## config.mk

```make
export PLATFORM = sky130hd
export DESIGN_NAME = sat_bin
export DESIGN_NICKNAME = d
export VERILOG_FILES = /design/src/source/sat_pkg.sv /design/src/source/clause_store.sv /design/src/source/clause_eval.sv /design/src/source/sat_engine.sv /design/src/source/assign_store.sv /design/src/source/bin_manager.sv /design/src/source/sat_bin.sv
export SDC_FILE = /design/constraint.sdc
export NUM_CORES = 1
export LEC_CHECK = 0
export ABC_CLOCK_PERIOD_IN_PS = 8700
export BUFFER_PORTS_ARGS = -buffer_cell sky130_fd_sc_hd__buf_2
export CAP_MARGIN = 25
export CORE_UTILIZATION = 45
export DETAILED_ROUTE_END_ITERATION = 16
export PLACE_DENSITY = 0.62
export SLEW_MARGIN = 20
export SYNTH_ARGS = -nofsm -noshare
export SYNTH_HDL_FRONTEND = slang
export SYNTH_SLANG_ARGS = --single-unit
export TNS_END_PERCENT = 30
```

## constraint.sdc

```tcl
create_clock -name clk -period 8.7 [get_ports clk]
set_input_delay 0.87 -clock clk [delete_from_list [all_inputs] [get_ports clk]]
set_output_delay 0.87 -clock clk [all_outputs]
set_load 0.03 [all_outputs]
```

## src/source/sat_pkg.sv

```systemverilog
// Sizes and clause encoding for the binned SAT solver.
// Imported by every RTL module and by the testbench reference model.

package sat_pkg;

	////////////////////
	// Bin geometry.
	////////////////////

	localparam int NUM_BINS          = 4;
	localparam int WIDTH_BIN_ID      = 2;
	localparam int NUM_VARS_A_BIN    = 8;
	localparam int NUM_CLAUSES_A_BIN = 8;

	////////////////////
	// Clause encoding.
	////////////////////

	// Two bits per variable, bit 2k is the positive literal.
	localparam int WIDTH_CLAUSE = 2 * NUM_VARS_A_BIN;
	localparam int LIT_POS      = 0;
	localparam int LIT_NEG      = 1;

	////////////////////
	// Count and index widths.
	////////////////////

	// Counts run 0 to 8 inclusive.
	localparam int WIDTH_NV   = 4;
	localparam int WIDTH_NC   = 4;
	localparam int WIDTH_SLOT = 3;

	// All clause slots of one bin side by side.
	localparam int WIDTH_BIN_CLAUSES = NUM_CLAUSES_A_BIN * WIDTH_CLAUSE;

endpackage

```

## src/source/clause_store.sv

```systemverilog
// Clause memory and per-bin sizes, loaded by the host before a run.
// One read returns a whole bin, registered, one cycle after rd_bin_i.

module clause_store import sat_pkg::*; (
	input  logic                         clk,
	input  logic                         rst_i,
	input  logic                         cfg_clause_we_i,
	input  logic                         cfg_size_we_i,
	input  logic [WIDTH_BIN_ID-1:0]      cfg_bin_i,
	input  logic [WIDTH_SLOT-1:0]        cfg_slot_i,
	input  logic [WIDTH_CLAUSE-1:0]      cfg_clause_i,
	input  logic [WIDTH_NV-1:0]          cfg_nv_i,
	input  logic [WIDTH_NC-1:0]          cfg_nc_i,
	input  logic [WIDTH_BIN_ID-1:0]      rd_bin_i,
	output logic [WIDTH_BIN_CLAUSES-1:0] bin_clauses_o,
	output logic [WIDTH_NV-1:0]          bin_nv_o,
	output logic [WIDTH_NC-1:0]          bin_nc_o
);

	logic [WIDTH_CLAUSE-1:0] clause_mem [NUM_BINS][NUM_CLAUSES_A_BIN];
	logic [WIDTH_NV-1:0]     nv_q [NUM_BINS];
	logic [WIDTH_NC-1:0]     nc_q [NUM_BINS];

	always_ff @(posedge clk) begin
		if (cfg_clause_we_i) begin
			clause_mem[cfg_bin_i][cfg_slot_i] <= cfg_clause_i;
		end
	end

	// Empty bins after reset.
	always_ff @(posedge clk) begin
		if (rst_i) begin
			for (int b = 0; b < NUM_BINS; b++) begin
				nv_q[b] <= '0;
				nc_q[b] <= '0;
			end
		end else if (cfg_size_we_i) begin
			nv_q[cfg_bin_i] <= cfg_nv_i;
			nc_q[cfg_bin_i] <= cfg_nc_i;
		end
	end

	// Registered read of the selected bin.
	always_ff @(posedge clk) begin
		for (int s = 0; s < NUM_CLAUSES_A_BIN; s++) begin
			bin_clauses_o[s*WIDTH_CLAUSE +: WIDTH_CLAUSE] <= clause_mem[rd_bin_i][s];
		end
		bin_nv_o <= nv_q[rd_bin_i];
		bin_nc_o <= nc_q[rd_bin_i];
	end

endmodule

```

## src/source/clause_eval.sv

```systemverilog
// Checks every used clause slot of a bin against one assignment.
// Purely combinational, sits inside the engine.

module clause_eval import sat_pkg::*; (
	input  logic [WIDTH_BIN_CLAUSES-1:0] clauses_i,
	input  logic [WIDTH_NC-1:0]          nc_i,
	input  logic [NUM_VARS_A_BIN-1:0]    assign_i,
	output logic                         all_sat_o
);

	logic [NUM_CLAUSES_A_BIN-1:0] slot_ok;

	for (genvar s = 0; s < NUM_CLAUSES_A_BIN; s++) begin : g_slot
		logic [WIDTH_CLAUSE-1:0]   clause;
		logic [NUM_VARS_A_BIN-1:0] pos_lit;
		logic [NUM_VARS_A_BIN-1:0] neg_lit;
		logic                      unused_slot;
		logic                      hit;

		assign clause = clauses_i[s*WIDTH_CLAUSE +: WIDTH_CLAUSE];

		for (genvar k = 0; k < NUM_VARS_A_BIN; k++) begin : g_var
			assign pos_lit[k] = clause[2*k + LIT_POS];
			assign neg_lit[k] = clause[2*k + LIT_NEG];
		end

		// An empty clause never gets a hit.
		assign hit         = |((pos_lit & assign_i) | (neg_lit & ~assign_i));
		assign unused_slot = (nc_i <= WIDTH_NC'(s));
		assign slot_ok[s]  = unused_slot | hit;
	end

	assign all_sat_o = &slot_ok;

endmodule

```

## src/source/sat_engine.sv

```systemverilog
// Exhaustive solver for one bin, trying assignments in counting order.
// Pulse start_core_i with the bin on the inputs; results come with done_core_o.
// Latency is one cycle per candidate tried, plus one.

module sat_engine import sat_pkg::*; (
	input  logic                         clk,
	input  logic                         rst_i,
	input  logic                         start_core_i,
	input  logic [WIDTH_BIN_CLAUSES-1:0] clauses_i,
	input  logic [WIDTH_NV-1:0]          nv_i,
	input  logic [WIDTH_NC-1:0]          nc_i,
	output logic                         done_core_o,
	output logic                         local_sat_o,
	output logic [NUM_VARS_A_BIN-1:0]    local_assign_o
);

	logic                         busy;
	logic [NUM_VARS_A_BIN-1:0]    cand;
	logic [WIDTH_BIN_CLAUSES-1:0] clauses_q;
	logic [WIDTH_NV-1:0]          nv_q;
	logic [WIDTH_NC-1:0]          nc_q;
	logic [NUM_VARS_A_BIN-1:0]    var_mask;
	logic                         cand_sat;
	logic                         last_cand;
	logic                         accept;

	assign accept = start_core_i & ~busy;

	////////////////////
	// Bin capture.
	////////////////////

	always_ff @(posedge clk) begin
		if (accept) begin
			clauses_q <= clauses_i;
			nv_q      <= nv_i;
			nc_q      <= nc_i;
		end
	end

	// Ones on the low nv variables.
	for (genvar k = 0; k < NUM_VARS_A_BIN; k++) begin : g_mask
		assign var_mask[k] = (WIDTH_NV'(k) < nv_q);
	end

	assign last_cand = (cand == var_mask);

	clause_eval clause_eval (
		.clauses_i (clauses_q),
		.nc_i      (nc_q),
		.assign_i  (cand),
		.all_sat_o (cand_sat)
	);

	////////////////////
	// Search.
	////////////////////

	always_ff @(posedge clk) begin
		if (rst_i) begin
			busy        <= 1'b0;
			cand        <= '0;
			done_core_o <= 1'b0;
		end else begin
			done_core_o <= 1'b0;
			if (!busy) begin
				if (start_core_i) begin
					busy <= 1'b1;
					cand <= '0;
				end
			end else if (cand_sat || last_cand) begin
				busy        <= 1'b0;
				done_core_o <= 1'b1;
			end else begin
				cand <= cand + 1'b1;
			end
		end
	end

	// Result payload, valid with done_core_o.
	always_ff @(posedge clk) begin
		if (busy && (cand_sat || last_cand)) begin
			local_sat_o    <= cand_sat;
			local_assign_o <= cand_sat ? cand : '0;
		end
	end

endmodule

```

## src/source/assign_store.sv

```systemverilog
// Per-bin verdicts and assignments from the last run.
// Written by the manager, read combinationally by the host.

module assign_store import sat_pkg::*; (
	input  logic                      clk,
	input  logic                      rst_i,
	input  logic                      res_we_i,
	input  logic [WIDTH_BIN_ID-1:0]   res_bin_i,
	input  logic                      res_sat_i,
	input  logic [NUM_VARS_A_BIN-1:0] res_assign_i,
	input  logic                      clear_i,
	input  logic [WIDTH_BIN_ID-1:0]   host_bin_i,
	output logic                      host_sat_o,
	output logic [NUM_VARS_A_BIN-1:0] host_assign_o
);

	logic [NUM_BINS-1:0]       sat_q;
	logic [NUM_VARS_A_BIN-1:0] assign_q [NUM_BINS];

	// Skipped bins read back as not satisfied.
	always_ff @(posedge clk) begin
		if (rst_i || clear_i) begin
			sat_q <= '0;
		end else if (res_we_i) begin
			sat_q[res_bin_i] <= res_sat_i;
		end
	end

	always_ff @(posedge clk) begin
		if (clear_i) begin
			for (int b = 0; b < NUM_BINS; b++) begin
				assign_q[b] <= '0;
			end
		end else if (res_we_i) begin
			assign_q[res_bin_i] <= res_assign_i;
		end
	end

	assign host_sat_o    = sat_q[host_bin_i];
	assign host_assign_o = assign_q[host_bin_i];

endmodule

```

## src/source/bin_manager.sv

```systemverilog
// Run control: walks bins 0 to num_bins-1 through the engine and
// records each verdict. Stops at the first UNSAT bin.

module bin_manager import sat_pkg::*; (
	input  logic                      clk,
	input  logic                      rst_i,
	input  logic                      start_i,
	input  logic [WIDTH_BIN_ID:0]     num_bins_i,
	output logic                      done_o,
	output logic                      global_sat_o,
	output logic                      global_unsat_o,
	output logic [WIDTH_BIN_ID-1:0]   rd_bin_o,
	output logic                      start_core_o,
	input  logic                      done_core_i,
	input  logic                      local_sat_i,
	input  logic [NUM_VARS_A_BIN-1:0] local_assign_i,
	output logic                      res_we_o,
	output logic [WIDTH_BIN_ID-1:0]   res_bin_o,
	output logic                      res_sat_o,
	output logic [NUM_VARS_A_BIN-1:0] res_assign_o,
	output logic                      clear_o
);

	typedef enum logic [2:0] {
		ST_IDLE,
		ST_READ,
		ST_LAUNCH,
		ST_WAIT,
		ST_RECORD,
		ST_FINISH
	} state_t;

	state_t                    state;
	logic [WIDTH_BIN_ID-1:0]   cur_bin;
	logic [WIDTH_BIN_ID-1:0]   last_bin;
	logic                      rec_sat;
	logic [NUM_VARS_A_BIN-1:0] rec_assign;
	logic                      accept;

	assign accept = start_i && (state == ST_IDLE);

	////////////////////
	// FSM.
	////////////////////

	always_ff @(posedge clk) begin
		if (rst_i) begin
			state          <= ST_IDLE;
			cur_bin        <= '0;
			last_bin       <= '0;
			global_sat_o   <= 1'b0;
			global_unsat_o <= 1'b0;
		end else begin
			case (state)
				ST_IDLE: begin
					if (start_i) begin
						state          <= ST_READ;
						cur_bin        <= '0;
						last_bin       <= WIDTH_BIN_ID'(num_bins_i - 1'b1);
						global_sat_o   <= 1'b0;
						global_unsat_o <= 1'b0;
					end
				end
				ST_READ: begin
					state <= ST_LAUNCH;
				end
				ST_LAUNCH: begin
					state <= ST_WAIT;
				end
				ST_WAIT: begin
					if (done_core_i) begin
						state <= ST_RECORD;
					end
				end
				ST_RECORD: begin
					// Flags go up together with done_o.
					if (!rec_sat) begin
						state          <= ST_FINISH;
						global_unsat_o <= 1'b1;
					end else if (cur_bin == last_bin) begin
						state        <= ST_FINISH;
						global_sat_o <= 1'b1;
					end else begin
						state   <= ST_READ;
						cur_bin <= cur_bin + 1'b1;
					end
				end
				ST_FINISH: begin
					state <= ST_IDLE;
				end
				default: begin
					state <= ST_IDLE;
				end
			endcase
		end
	end

	// Engine result, held for the record cycle.
	always_ff @(posedge clk) begin
		if (state == ST_WAIT && done_core_i) begin
			rec_sat    <= local_sat_i;
			rec_assign <= local_assign_i;
		end
	end

	////////////////////
	// Outputs.
	////////////////////

	assign rd_bin_o     = cur_bin;
	assign start_core_o = (state == ST_LAUNCH);
	assign res_we_o     = (state == ST_RECORD);
	assign res_bin_o    = cur_bin;
	assign res_sat_o    = rec_sat;
	assign res_assign_o = rec_assign;
	assign clear_o      = accept;
	assign done_o       = (state == ST_FINISH);

endmodule

```

## src/source/sat_bin.sv

```systemverilog
// Top of the binned SAT solver: clause store, bin manager, engine and
// result memory. Load the clauses and sizes, pulse start_i, wait for done_o.

module sat_bin import sat_pkg::*; (
	input  logic                      clk,
	input  logic                      rst_i,
	input  logic                      start_i,
	input  logic [WIDTH_BIN_ID:0]     num_bins_i,
	input  logic                      cfg_clause_we_i,
	input  logic                      cfg_size_we_i,
	input  logic [WIDTH_BIN_ID-1:0]   cfg_bin_i,
	input  logic [WIDTH_SLOT-1:0]     cfg_slot_i,
	input  logic [WIDTH_CLAUSE-1:0]   cfg_clause_i,
	input  logic [WIDTH_NV-1:0]       cfg_nv_i,
	input  logic [WIDTH_NC-1:0]       cfg_nc_i,
	input  logic [WIDTH_BIN_ID-1:0]   res_bin_i,
	output logic                      done_o,
	output logic                      global_sat_o,
	output logic                      global_unsat_o,
	output logic                      res_sat_o,
	output logic [NUM_VARS_A_BIN-1:0] res_assign_o
);

	logic [WIDTH_BIN_ID-1:0]      rd_bin;
	logic [WIDTH_BIN_CLAUSES-1:0] bin_clauses;
	logic [WIDTH_NV-1:0]          bin_nv;
	logic [WIDTH_NC-1:0]          bin_nc;
	logic                         start_core;
	logic                         done_core;
	logic                         local_sat;
	logic [NUM_VARS_A_BIN-1:0]    local_assign;
	logic                         res_we;
	logic [WIDTH_BIN_ID-1:0]      res_bin;
	logic                         res_sat;
	logic [NUM_VARS_A_BIN-1:0]    res_assign;
	logic                         res_clear;

	clause_store clause_store (
		.clk             (clk),
		.rst_i           (rst_i),
		.cfg_clause_we_i (cfg_clause_we_i),
		.cfg_size_we_i   (cfg_size_we_i),
		.cfg_bin_i       (cfg_bin_i),
		.cfg_slot_i      (cfg_slot_i),
		.cfg_clause_i    (cfg_clause_i),
		.cfg_nv_i        (cfg_nv_i),
		.cfg_nc_i        (cfg_nc_i),
		.rd_bin_i        (rd_bin),
		.bin_clauses_o   (bin_clauses),
		.bin_nv_o        (bin_nv),
		.bin_nc_o        (bin_nc)
	);

	bin_manager bin_manager (
		.clk            (clk),
		.rst_i          (rst_i),
		.start_i        (start_i),
		.num_bins_i     (num_bins_i),
		.done_o         (done_o),
		.global_sat_o   (global_sat_o),
		.global_unsat_o (global_unsat_o),
		.rd_bin_o       (rd_bin),
		.start_core_o   (start_core),
		.done_core_i    (done_core),
		.local_sat_i    (local_sat),
		.local_assign_i (local_assign),
		.res_we_o       (res_we),
		.res_bin_o      (res_bin),
		.res_sat_o      (res_sat),
		.res_assign_o   (res_assign),
		.clear_o        (res_clear)
	);

	sat_engine sat_engine (
		.clk            (clk),
		.rst_i          (rst_i),
		.start_core_i   (start_core),
		.clauses_i      (bin_clauses),
		.nv_i           (bin_nv),
		.nc_i           (bin_nc),
		.done_core_o    (done_core),
		.local_sat_o    (local_sat),
		.local_assign_o (local_assign)
	);

	assign_store assign_store (
		.clk           (clk),
		.rst_i         (rst_i),
		.res_we_i      (res_we),
		.res_bin_i     (res_bin),
		.res_sat_i     (res_sat),
		.res_assign_i  (res_assign),
		.clear_i       (res_clear),
		.host_bin_i    (res_bin_i),
		.host_sat_o    (res_sat_o),
		.host_assign_o (res_assign_o)
	);

endmodule

```

Yosys cells after proc, flatten, opt, wreduce, memory -nomap -nowiden
Memory sizes are Yosys's and may differ from the RTL's. A register that Yosys moved wholly into a read port is not among the register bits.
Cells that the tools add are included.
{"block": "totals", "ramBits": 576, "output_inout_bits": 12, "n_memories": 4, "ff_bits": 177}
{"block": "op_classes", "n_bitwise": 36, "addsub": 3, "n_lt_le_gt_ge": 21, "n_reduce_logical": 29, "eq_ne": 14, "n_mux": 50}
{"memory": "clause_store.clause_mem", "words": 4, "width": 128, "rd": 1, "rd_clocked_by_memory_dff": 1, "write_ports": 1, "line_no": "clause_store.sv:20", "rtl": "logic [WIDTH_CLAUSE-1:0] clause_mem [NUM_BINS][NUM_CLAUSES_A_BIN];"}
{"memory": "assign_store.assign_q", "words": 4, "width": 8, "rd": 1, "rd_clocked_by_memory_dff": 0, "write_ports": 4, "line_no": "assign_store.sv:18", "rtl": "logic [NUM_VARS_A_BIN-1:0] assign_q [NUM_BINS];"}
{"memory": "clause_store.nc_q", "words": 4, "width": 4, "rd": 1, "rd_clocked_by_memory_dff": 1, "write_ports": 4, "line_no": "clause_store.sv:22", "rtl": "logic [WIDTH_NC-1:0] nc_q [NUM_BINS];"}
{"memory": "clause_store.nv_q", "words": 4, "width": 4, "rd": 1, "rd_clocked_by_memory_dff": 1, "write_ports": 4, "line_no": "clause_store.sv:21", "rtl": "logic [WIDTH_NV-1:0] nv_q [NUM_BINS];"}
{"operator": "$and A8 B8 Y8", "n": 16}
{"operator": "$mux W128", "n": 1}
{"operator": "$reduce_or A8 Y1", "n": 9}
{"operator": "$or A8 B8 Y8", "n": 8}
{"operator": "$demux W16 S3", "n": 1}
{"operator": "$mux W8", "n": 4}
{"operator": "$mux W1", "n": 24}
{"operator": "$le A4 B3 Y1 const B", "n": 4}
{"operator": "$lt A3 B4 Y1 const A", "n": 4}
{"operator": "$mux W16", "n": 1}
{"operator": "$pmux W3 S5", "n": 1}
{"operator": "$mux W2", "n": 6}
{"operator": "$mux W3", "n": 4}
{"operator": "$ne A2 B2 Y1 const B", "n": 6}
{"operator": "$add A8 B1 Y8 const B", "n": 1}
{"operator": "$eq A8 B8 Y1", "n": 1}
{"operator": "$le A4 B1 Y1 const B", "n": 2}
{"operator": "$le A4 B2 Y1 const B", "n": 2}
{"operator": "$lt A1 B4 Y1 const A", "n": 2}
{"operator": "$lt A2 B4 Y1 const A", "n": 2}
{"operator": "$mux W4", "n": 2}
{"operator": "$not A8 Y8", "n": 1}
{"operator": "$or A1 B1 Y1", "n": 8}
{"operator": "$reduce_and A4 Y1", "n": 2}
{"operator": "28 further kinds", "n": 41}

Logic depth before layout (Yosys ltp)
Gate-level depths: netlist of the first run.
{"block": "depth", "ltp_word": 9, "ltp_mapped": 11, "mapped_depth_nobuf": 8}

Cells and area by module
Synthesis of the first run repeated with hierarchy kept, for this count alone.
{"block": "unflattened", "cells_unflattened": 1462, "area_unflattened_um2": 31231.2}
{"module": "clause_store", "area_per_inst_um2": 22825.6, "cells_per_inst": 941, "instances": 1}
{"module": "sat_engine", "area_per_inst_um2": 5098.6, "cells_per_inst": 236, "instances": 1}
{"module": "assign_store", "area_per_inst_um2": 1594.0, "cells_per_inst": 109, "instances": 1}
{"module": "clause_eval", "area_per_inst_um2": 962.2, "cells_per_inst": 111, "instances": 1}
{"module": "bin_manager", "area_per_inst_um2": 750.7, "cells_per_inst": 65, "instances": 1}

Worst setup path before layout of the first run
Ideal clock, no wire load.
{"block": "synth_timing", "kind": "reg-to-reg", "startpoint": "reg bin_manager.state[1]", "endpoint": "reg sat_engine.cand[2]", "t_required_ps": 8581, "setup_time_ps": 119, "path_buffers": 1, "setup_slack_ps": -948, "t_arrival_ps": 9528, "stages_incl_launch_ff": 6, "path_cell_list": "dfxtp_1 -> clkbuf_1 -> nor4b_2 -> nor2_1 -> o211a_1 -> o21bai_1"}
{"block": "synth_via", "elab_chain_len": 3}
{"item": "from (decl)", "line_no": "bin_manager.sv:33", "rtl": "state_t state;"}
{"item": "from (signal assigned)", "line_no": "bin_manager.sv:48", "rtl": "state <= ST_IDLE;"}
{"item": "from (signal assigned)", "line_no": "bin_manager.sv:57", "rtl": "state <= ST_READ;"}
{"item": "from (signal assigned)", "line_no": "bin_manager.sv:65", "rtl": "state <= ST_LAUNCH;"}
{"item": "$eq A3 B2 Y1", "line_no": "bin_manager.sv:111", "rtl": "assign start_core_o = (state == ST_LAUNCH);"}
{"item": "$reduce_bool A2 Y1 (no line)"}
{"item": "$reduce_and A2 Y1 (no line)"}
{"item": "to (signal assigned)", "line_no": "sat_engine.sv:75", "rtl": "cand <= cand + 1'b1;"}
{"item": "to (decl)", "line_no": "sat_engine.sv:18", "rtl": "logic [NUM_VARS_A_BIN-1:0] cand;"}
No other way between the ends.
A chain may end at the register's enable or synchronous reset.

Worst setup path after layout of the first run
{"block": "layout_timing", "startpoint": "reg sat_engine.cand[6]", "endpoint": "reg sat_engine.cand[2]"}
{"block": "layout_via", "elab_chain_len": 9, "word_cells_on_any_way": 46}
{"item": "$not A8 Y8", "line_no": "clause_eval.sv:28", "rtl": "assign hit = |((pos_lit & assign_i) | (neg_lit & ~assign_i));"}
{"item": "$and A8 B8 Y8", "line_no": "clause_eval.sv:28"}
{"item": "$or A8 B8 Y8", "line_no": "clause_eval.sv:28"}
{"item": "$reduce_or A8 Y1", "line_no": "clause_eval.sv:28"}
{"item": "$or A1 B1 Y1", "line_no": "clause_eval.sv:30", "rtl": "assign slot_ok[s] = unused_slot | hit;"}
{"item": "$reduce_and A8 Y1", "line_no": "clause_eval.sv:33", "rtl": "assign all_sat_o = &slot_ok;"}
{"item": "$logic_or A1 B1 Y1 *", "line_no": "sat_engine.sv:71", "rtl": "end else if (cand_sat || last_cand) begin"}
{"item": "$ne A2 B2 Y1 (no line) *"}
{"item": "$reduce_and A2 Y1 (no line) *"}
Every way passes the cells marked *; elsewhere a longest branch is shown, timed or not.

==> results.txt, run 1 <==
Die Ht - 265.5 um
Num CTS Buffers - 88
DRT iter0 DRCs - 1,119
worst-path fanout max - 14
Setup WS post-layout - 5.333 ns
post-CTS sizing - 0
CTS clock-pin slew for the worst setup and hold paths - 0.06 ns
Worst Skew - 0.03894 ns
leakage - 0.01143 uW
die area - 70,510 um2
IR drop worst, VDD - 179.8 uV
Port Buf Inserts - 49
WL/cell - 23.11 um
FFs w/ async S/R, synth - 0
RSZ-0062 raised after global routing - false
Initial Util - 0.4549
fin nets - 1,653
min Tclk post-route - 3.367 ns
Synth Cell Area - 31,250 um2
# setup viols final - 0
Cell Pwr Density - 243.4 nW/um2
yosys warns - 0
die width - 265.5 um
CP required - 9.19 ns
top cell type's share of synthesized area - 0.7014
worst setup path startpoint - sat_engine.cand[6]
Sequential cell area - 25,110 um2
layout filler cell count - 5,431
Worst slew margin - 0.3206
Core Rows - 96
worst min path class - reg -> reg
Core Region - 68,710 um2
footprint of the multi-input gates - 5739 um2
GPL Wtd Cong - 0.7263
Hold Buf Count CTS - 0
CP endpoint kind - flip-flop
largest net degree at the start of global routing - 109
fin. max-slew vios - 0
drt total wl - 60,510 um
via count - 13.85k
critical path class - reg -> reg
via-per-instance ratio - 5.291
Seq cells post-synth - 889
First-pass DRT Iterations - 5
H-tree depth - 3
Syn Area/Cell - 20.86 um2
Final Hold Fails - 0
area leader, netlist - edfxtp_1
Clock Path Buffers - 3
first-pass GRT wire length - 90,620 um
CTS Root Cell - clkbuf_16
CTS tree - built
Syn Nets - 1,542
setup bufs post-CTS - 0
period utilization - 0.3870
type of origin of the critical path - flip-flop
GRT Util Overall - 0.1773
Worst-Margin Slew - 1.018 ns
CTS Sinks - 889
Peak Freq - 297.0 MHz
max cap viols - 0
Seq/Total Area, Yosys - 0.8033
synth top area cells - edfxtp_1 (70%), mux4_2 (10%), dfxtp_1 (10%)
Distinct cells, synth - 65
fraction of layout instances using a drive strength above 1 - 0.2331
Primary FF master, synth - edfxtp_1
worst r2r src - sat_engine.cand[6]
outcome - finished, final reports clean
CP arrival - 3.86 ns
GRT Residual Overflow - 0
hold wc startpoint - clause_store.bin_clauses_o[38]
most common cell in the synthesized netlist - edfxtp_1
Residual DRC - 0
dpl ws - 5.258 ns
DRT antenna net count - 0
setup_tns - 0 ns
number of synthesized flops with an enable pin - 730
antenna violations before repair - 7
Commonest cells post-synth - edfxtp_1 (730), dfxtp_1 (159), mux4_2 (145)
HPWL Detailed - 32,600 um
later-pin clock latency in the skew report - 0.65 ns
IO Count - 51
Syn Inst Count - 1,498
Layout area overhead - 13.80%
vias in the first global route - 14.45k
## cells by family (layout without fill, tap and decap cells)
logic type | after synthesis | count (layout) | share of synthesized area
flip-flops | 889 | 889 | 0.8033
buffers and inverters | 86 | 270 | 0.01421
AND/OR/NAND/NOR | 238 | 238 | 0.03868
AO/OA/AOI/OAI | 64 | 64 | 0.01469
other | 0 | 5 | 0
multiplexers | 212 | 212 | 0.1260
XOR/XNOR | 4 | 4 | 0.001121
adder cells (fa/ha/maj) | 5 | 5 | 0.002002
## worst max-delay path, cell delays in order (launching register included)
cell and delay, ns:
dfxtp_1 0.62, buf_4 0.39, mux2i_1 0.32, o211ai_1 0.15
nor4_1 0.62, a31oi_1 0.11, nand3_2 0.31, inv_1 0.26
o211a_1 0.28, o21bai_1 0.14
## registers in the layout (all words and copies together) (netlist names), 8 cells and up
| name | count |
|---|---|
| assign_store.assign_q | 32 |
| bin_manager.res_assign_o | 8 |
| clause_store.bin_clauses_o | 128 |
| clause_store.clause_mem | 512 |
| clause_store.nc_q | 16 |
| clause_store.nv_q | 16 |
| sat_engine.cand | 8 |
| sat_engine.clauses_q | 128 |
| sat_engine.local_assign_o | 8 |
## final cells by class
class | instances | share of cell area
Multi-Input combinational cell | 523 | 0.1614
Inverter | 15 | 0.001583
Antenna cell | 5 | 0.0003518
Sequential cell | 889 | 0.7061
Timing Repair Buffer | 92 | 0.01713
Clock inverter | 41 | 0.01179
Tap cell | 931 | 0.03275
Clock buffer | 122 | 0.06895
## routing by layer
metal / up-vias / share of wire / GRT usage
li1: 6178 / - / -
met2: 334 / 0.50 / 0.2982
met1: 7218 / 0.43 / 0.2359
met4: 6 / 0.025 / 0.05421
met3: 117 / 0.049 / 0.03185
met5: - / 0.00061 / 0
## power by group
group / total, uW / switching [uW] / internal, uW
combinational: 215 / 158 / 56.7
sequential: 4740 / 32.3 / 4710
clock: 3700 / 1560 / 2140
total: 8660 / 1760 / 6900
## worst paths after layout
path                                            endpoint  slack, ns  cells after the start
worst min-delay path            sat_engine.clauses_q[38]       0.40                      0
worst max-delay path                  sat_engine.cand[2]       5.33                      9
worst max register to register        sat_engine.cand[2]       5.33                      9
worst min register to register  sat_engine.clauses_q[38]       0.40                      0
## stage by stage
stage,total power [uW],hold slack [ns],cell area (um2),utilization,cells
2_1_floorplan,4935,0.3855,31260,-,1498
3_3_place_gp,5037,0.3861,32620,0.4748,2446
3_5_place_dp,5049,0.3887,32630,0.4749,2447
4_1_cts,8740,0.4024,35500,0.5167,2610
5_1_grt,8920,0.4039,35560,0.5175,2615
6_report,8656,0.3981,35570,0.5176,2618
## cells in the final DEF (no fill, tap or decap), types with 3 or more instances in the layout
master       n
mux2i_1     65
or2_2        5
a31oi_1      4
clkbuf_16   90
nand2_1     46
bufinv_16    5
clkbuf_8     8
edfxtp_1   730
o211ai_1     3
clkinv_2    16
mux4_2     145
ha_1         5
o21ai_0     10
nor2_2       8
nor2_1      69
nor4_1       5
nand3_1     11
clkinv_16    3
o21bai_1     9
nor2b_1      8
and2_1      35
a21oi_1     11
nand4_1     10
dfxtp_1    157
o31ai_1      3
buf_2       50
xnor2_1      3
clkbuf_1    24
nand2b_1     4
nor3_1      12
diode_2      5
and3_1      10
inv_1       14
clkinv_1    12
buf_4       38
No activity file was read; power rests on OpenSTA's default activity.
==> run 2, diff against run 1 <==
- ABC_CLOCK_PERIOD_IN_PS: 8700 -> 2810
- clock period: 8.7 -> 2.81 ns (I/O delays scaled with it)
==> run 2 against run 1 <==
Net effect: register-to-register slack got worse by 5.1 ns; global-route usage rose by 0.23 points; largest power group unchanged; routed wire length rose by 1.2%; worst setup slack got worse by 5.1 ns; sequential power rose to 3.1 times the previous value.
==> results.txt, run 2 (synthesis gave the netlist of run 1 again) <==
vias in the first global route - 14.70k
CP arrival - 2.88 ns
HPWL Detailed - 34,880 um
Switching Share - 0.2010
leakage - 0.01173 uW
fin nets - 1,701
CTS Sinks - 889
hold wc startpoint - cfg_nv_i[2]
worst-path fanout max - 9
Clk network pwr share - 0.427
CP endpoint kind - flip-flop
Port Buf Inserts - 49
DRT iter0 DRCs - 1,165
fraction of layout instances using a drive strength above 1 - 0.2503
via-per-instance ratio - 5.262
later-pin clock latency in the skew report - 0.65 ns
RSZ-0062 raised after global routing - false
final core area utilization - 0.5249
die area - 70,510 um2
max cap viols - 0
footprint of the multi-input gates - 5724 um2
Final Cell Area - 36,060 um2
antenna violations before repair - 4
CTS Root Cell - clkbuf_16
Setup WS post-layout - 0.2009 ns
Combinational Power Share - 0.026
max reg flops - 512
Int Pwr - 21,420 uW
outcome - finished, final reports clean
worst r2r src - sat_engine.nc_q[1]
CP required - 3.08 ns
Hold Path End - clause_store.nv_q[3][2]
IR drop worst, VDD - 606.7 uV
hold depth - 3
DRT antenna net count - 0
Cell Pwr Density - 743.5 nW/um2
Core Rows - 96
H-tree depth - 3
period utilization - 0.9285
dpl ws - 0.05588 ns
# setup viols final - 0
GPL Wtd Cong - 0.7522
first-pass GRT wire length - 92,050 um
worst setup path startpoint - sat_engine.nc_q[1]
most frequent cells in the layout - edfxtp_1 (730), dfxtp_1 (157), mux4_2 (145)
leading cell type in the layout, fill and taps excluded - edfxtp_1
Sequential cell area - 25,110 um2
Die Ht - 265.5 um
layout filler cell count - 5,438
Worst-Margin Slew - 0.9428 ns
CTS tree - built
GRT Residual Overflow - 0
Initial Util - 0.4549
Biggest register - clause_store.clause_mem
min Tclk post-route - 2.609 ns
setup_tns - 0 ns
Num CTS Buffers - 87
WHS - 0.03191 ns
via count - 14.02k
R2R depth - 7
Layout area overhead - 15.40%
worst min path class - in -> reg
type of origin of the critical path - flip-flop
fin. max-slew vios - 0
largest net degree at the start of global routing - 81
WL/cell - 22.97 um
R2R setup slack - 0.20 ns
Worst R2R End - sat_engine.local_assign_o[4]
Worst Skew - 0.04385 ns
Sw Pwr - 5391 uW
Top Registers - clause_store.clause_mem (512), clause_store.bin_clauses_o (128), sat_engine.clauses_q (128)
IO Count - 51
die width - 265.5 um
Core Region - 68,710 um2
Worst slew margin - 0.3701
dpl cell area - 33,150 um2
GRT Util Overall - 0.1796
critical path class - reg -> reg
Clock Path Buffers - 3
Peak Freq - 383.3 MHz
Final Hold Fails - 0
drt total wl - 61,230 um
CTS clock-pin slew for the worst setup and hold paths - 0.06 ns
First-pass DRT Iterations - 4
Flop pwr share - 0.547
Residual DRC - 0
==> run 2: worst max-delay path by stage <==
| stage | to | slack, ns | cells past startpoint |
|---|---|---|---|
| after floorplan | sat_engine.cand[6] | -3.21 | 6 |
| after global placement | sat_engine.local_assign_o[7] | 0.05 | 7 |
| after detailed placement | sat_engine.local_assign_o[1] | 0.06 | 7 |
| after CTS | sat_engine.local_assign_o[4] | 0.10 | 7 |
| after global routing | sat_engine.local_assign_o[4] | 0.04 | 7 |
| final | sat_engine.local_assign_o[4] | 0.20 | 7 |
==> run 2: layout make-up <==
type	instances	share of cell area
Antenna cell	4	0.0002775
Clock buffer	120	0.06741
Clock inverter	42	0.01200
Inverter	15	0.001561
Multi-Input combinational cell	523	0.1587
Sequential cell	889	0.6963
Tap cell	931	0.03230
Timing Repair Buffer	141	0.03143
==> run 2: worst max-delay path, cell delays in order (launching register included) <==
cell and delay [ns]:
edfxtp_1 0.48, or4_1 0.59, nand3_1 0.13, nor4_1 0.11, nor4_2 0.26, nand3_2 0.18
nand2_1 0.12, and2_1 0.36
==> run 2: repair_timing <==
action,CTS,global route
gates resized for setup,1,0
hold buffers,4,0
setup buffers,0,0
setup endpoints to repair,9,0
endpoints found under the hold margin,4,0
==> run 2: metal layers <==
layer	vias to the layer above	track usage	share of wire
met5	-	0	0.00013
met4	2	0.05499	0.022
met3	104	0.03064	0.047
met2	329	0.3054	0.51
met1	7308	0.2369	0.42
li1	6280	-	-
==> run 2: power by group through the flow <==
| stage | combinational (uW) | sequential (uW) | clock, uW |
|---|---|---|---|
| 2_1_floorplan | 353 | 14900 | 0 |
| 3_3_place_gp | 694 | 14900 | 0 |
| 3_5_place_dp | 718 | 15000 | 0 |
| 4_1_cts | 724 | 14700 | 11700 |
| 5_1_grt | 764 | 14700 | 12300 |
| 6_report | 705 | 14700 | 11400 |
==> run 2: metrics by stage <==
stage / power [uW] / cells
5_1_grt: 27710 / 2663
2_1_floorplan: 15280 / 1498
3_3_place_gp: 15630 / 2495
4_1_cts: 27110 / 2661
6_report: 26810 / 2665
3_5_place_dp: 15670 / 2495
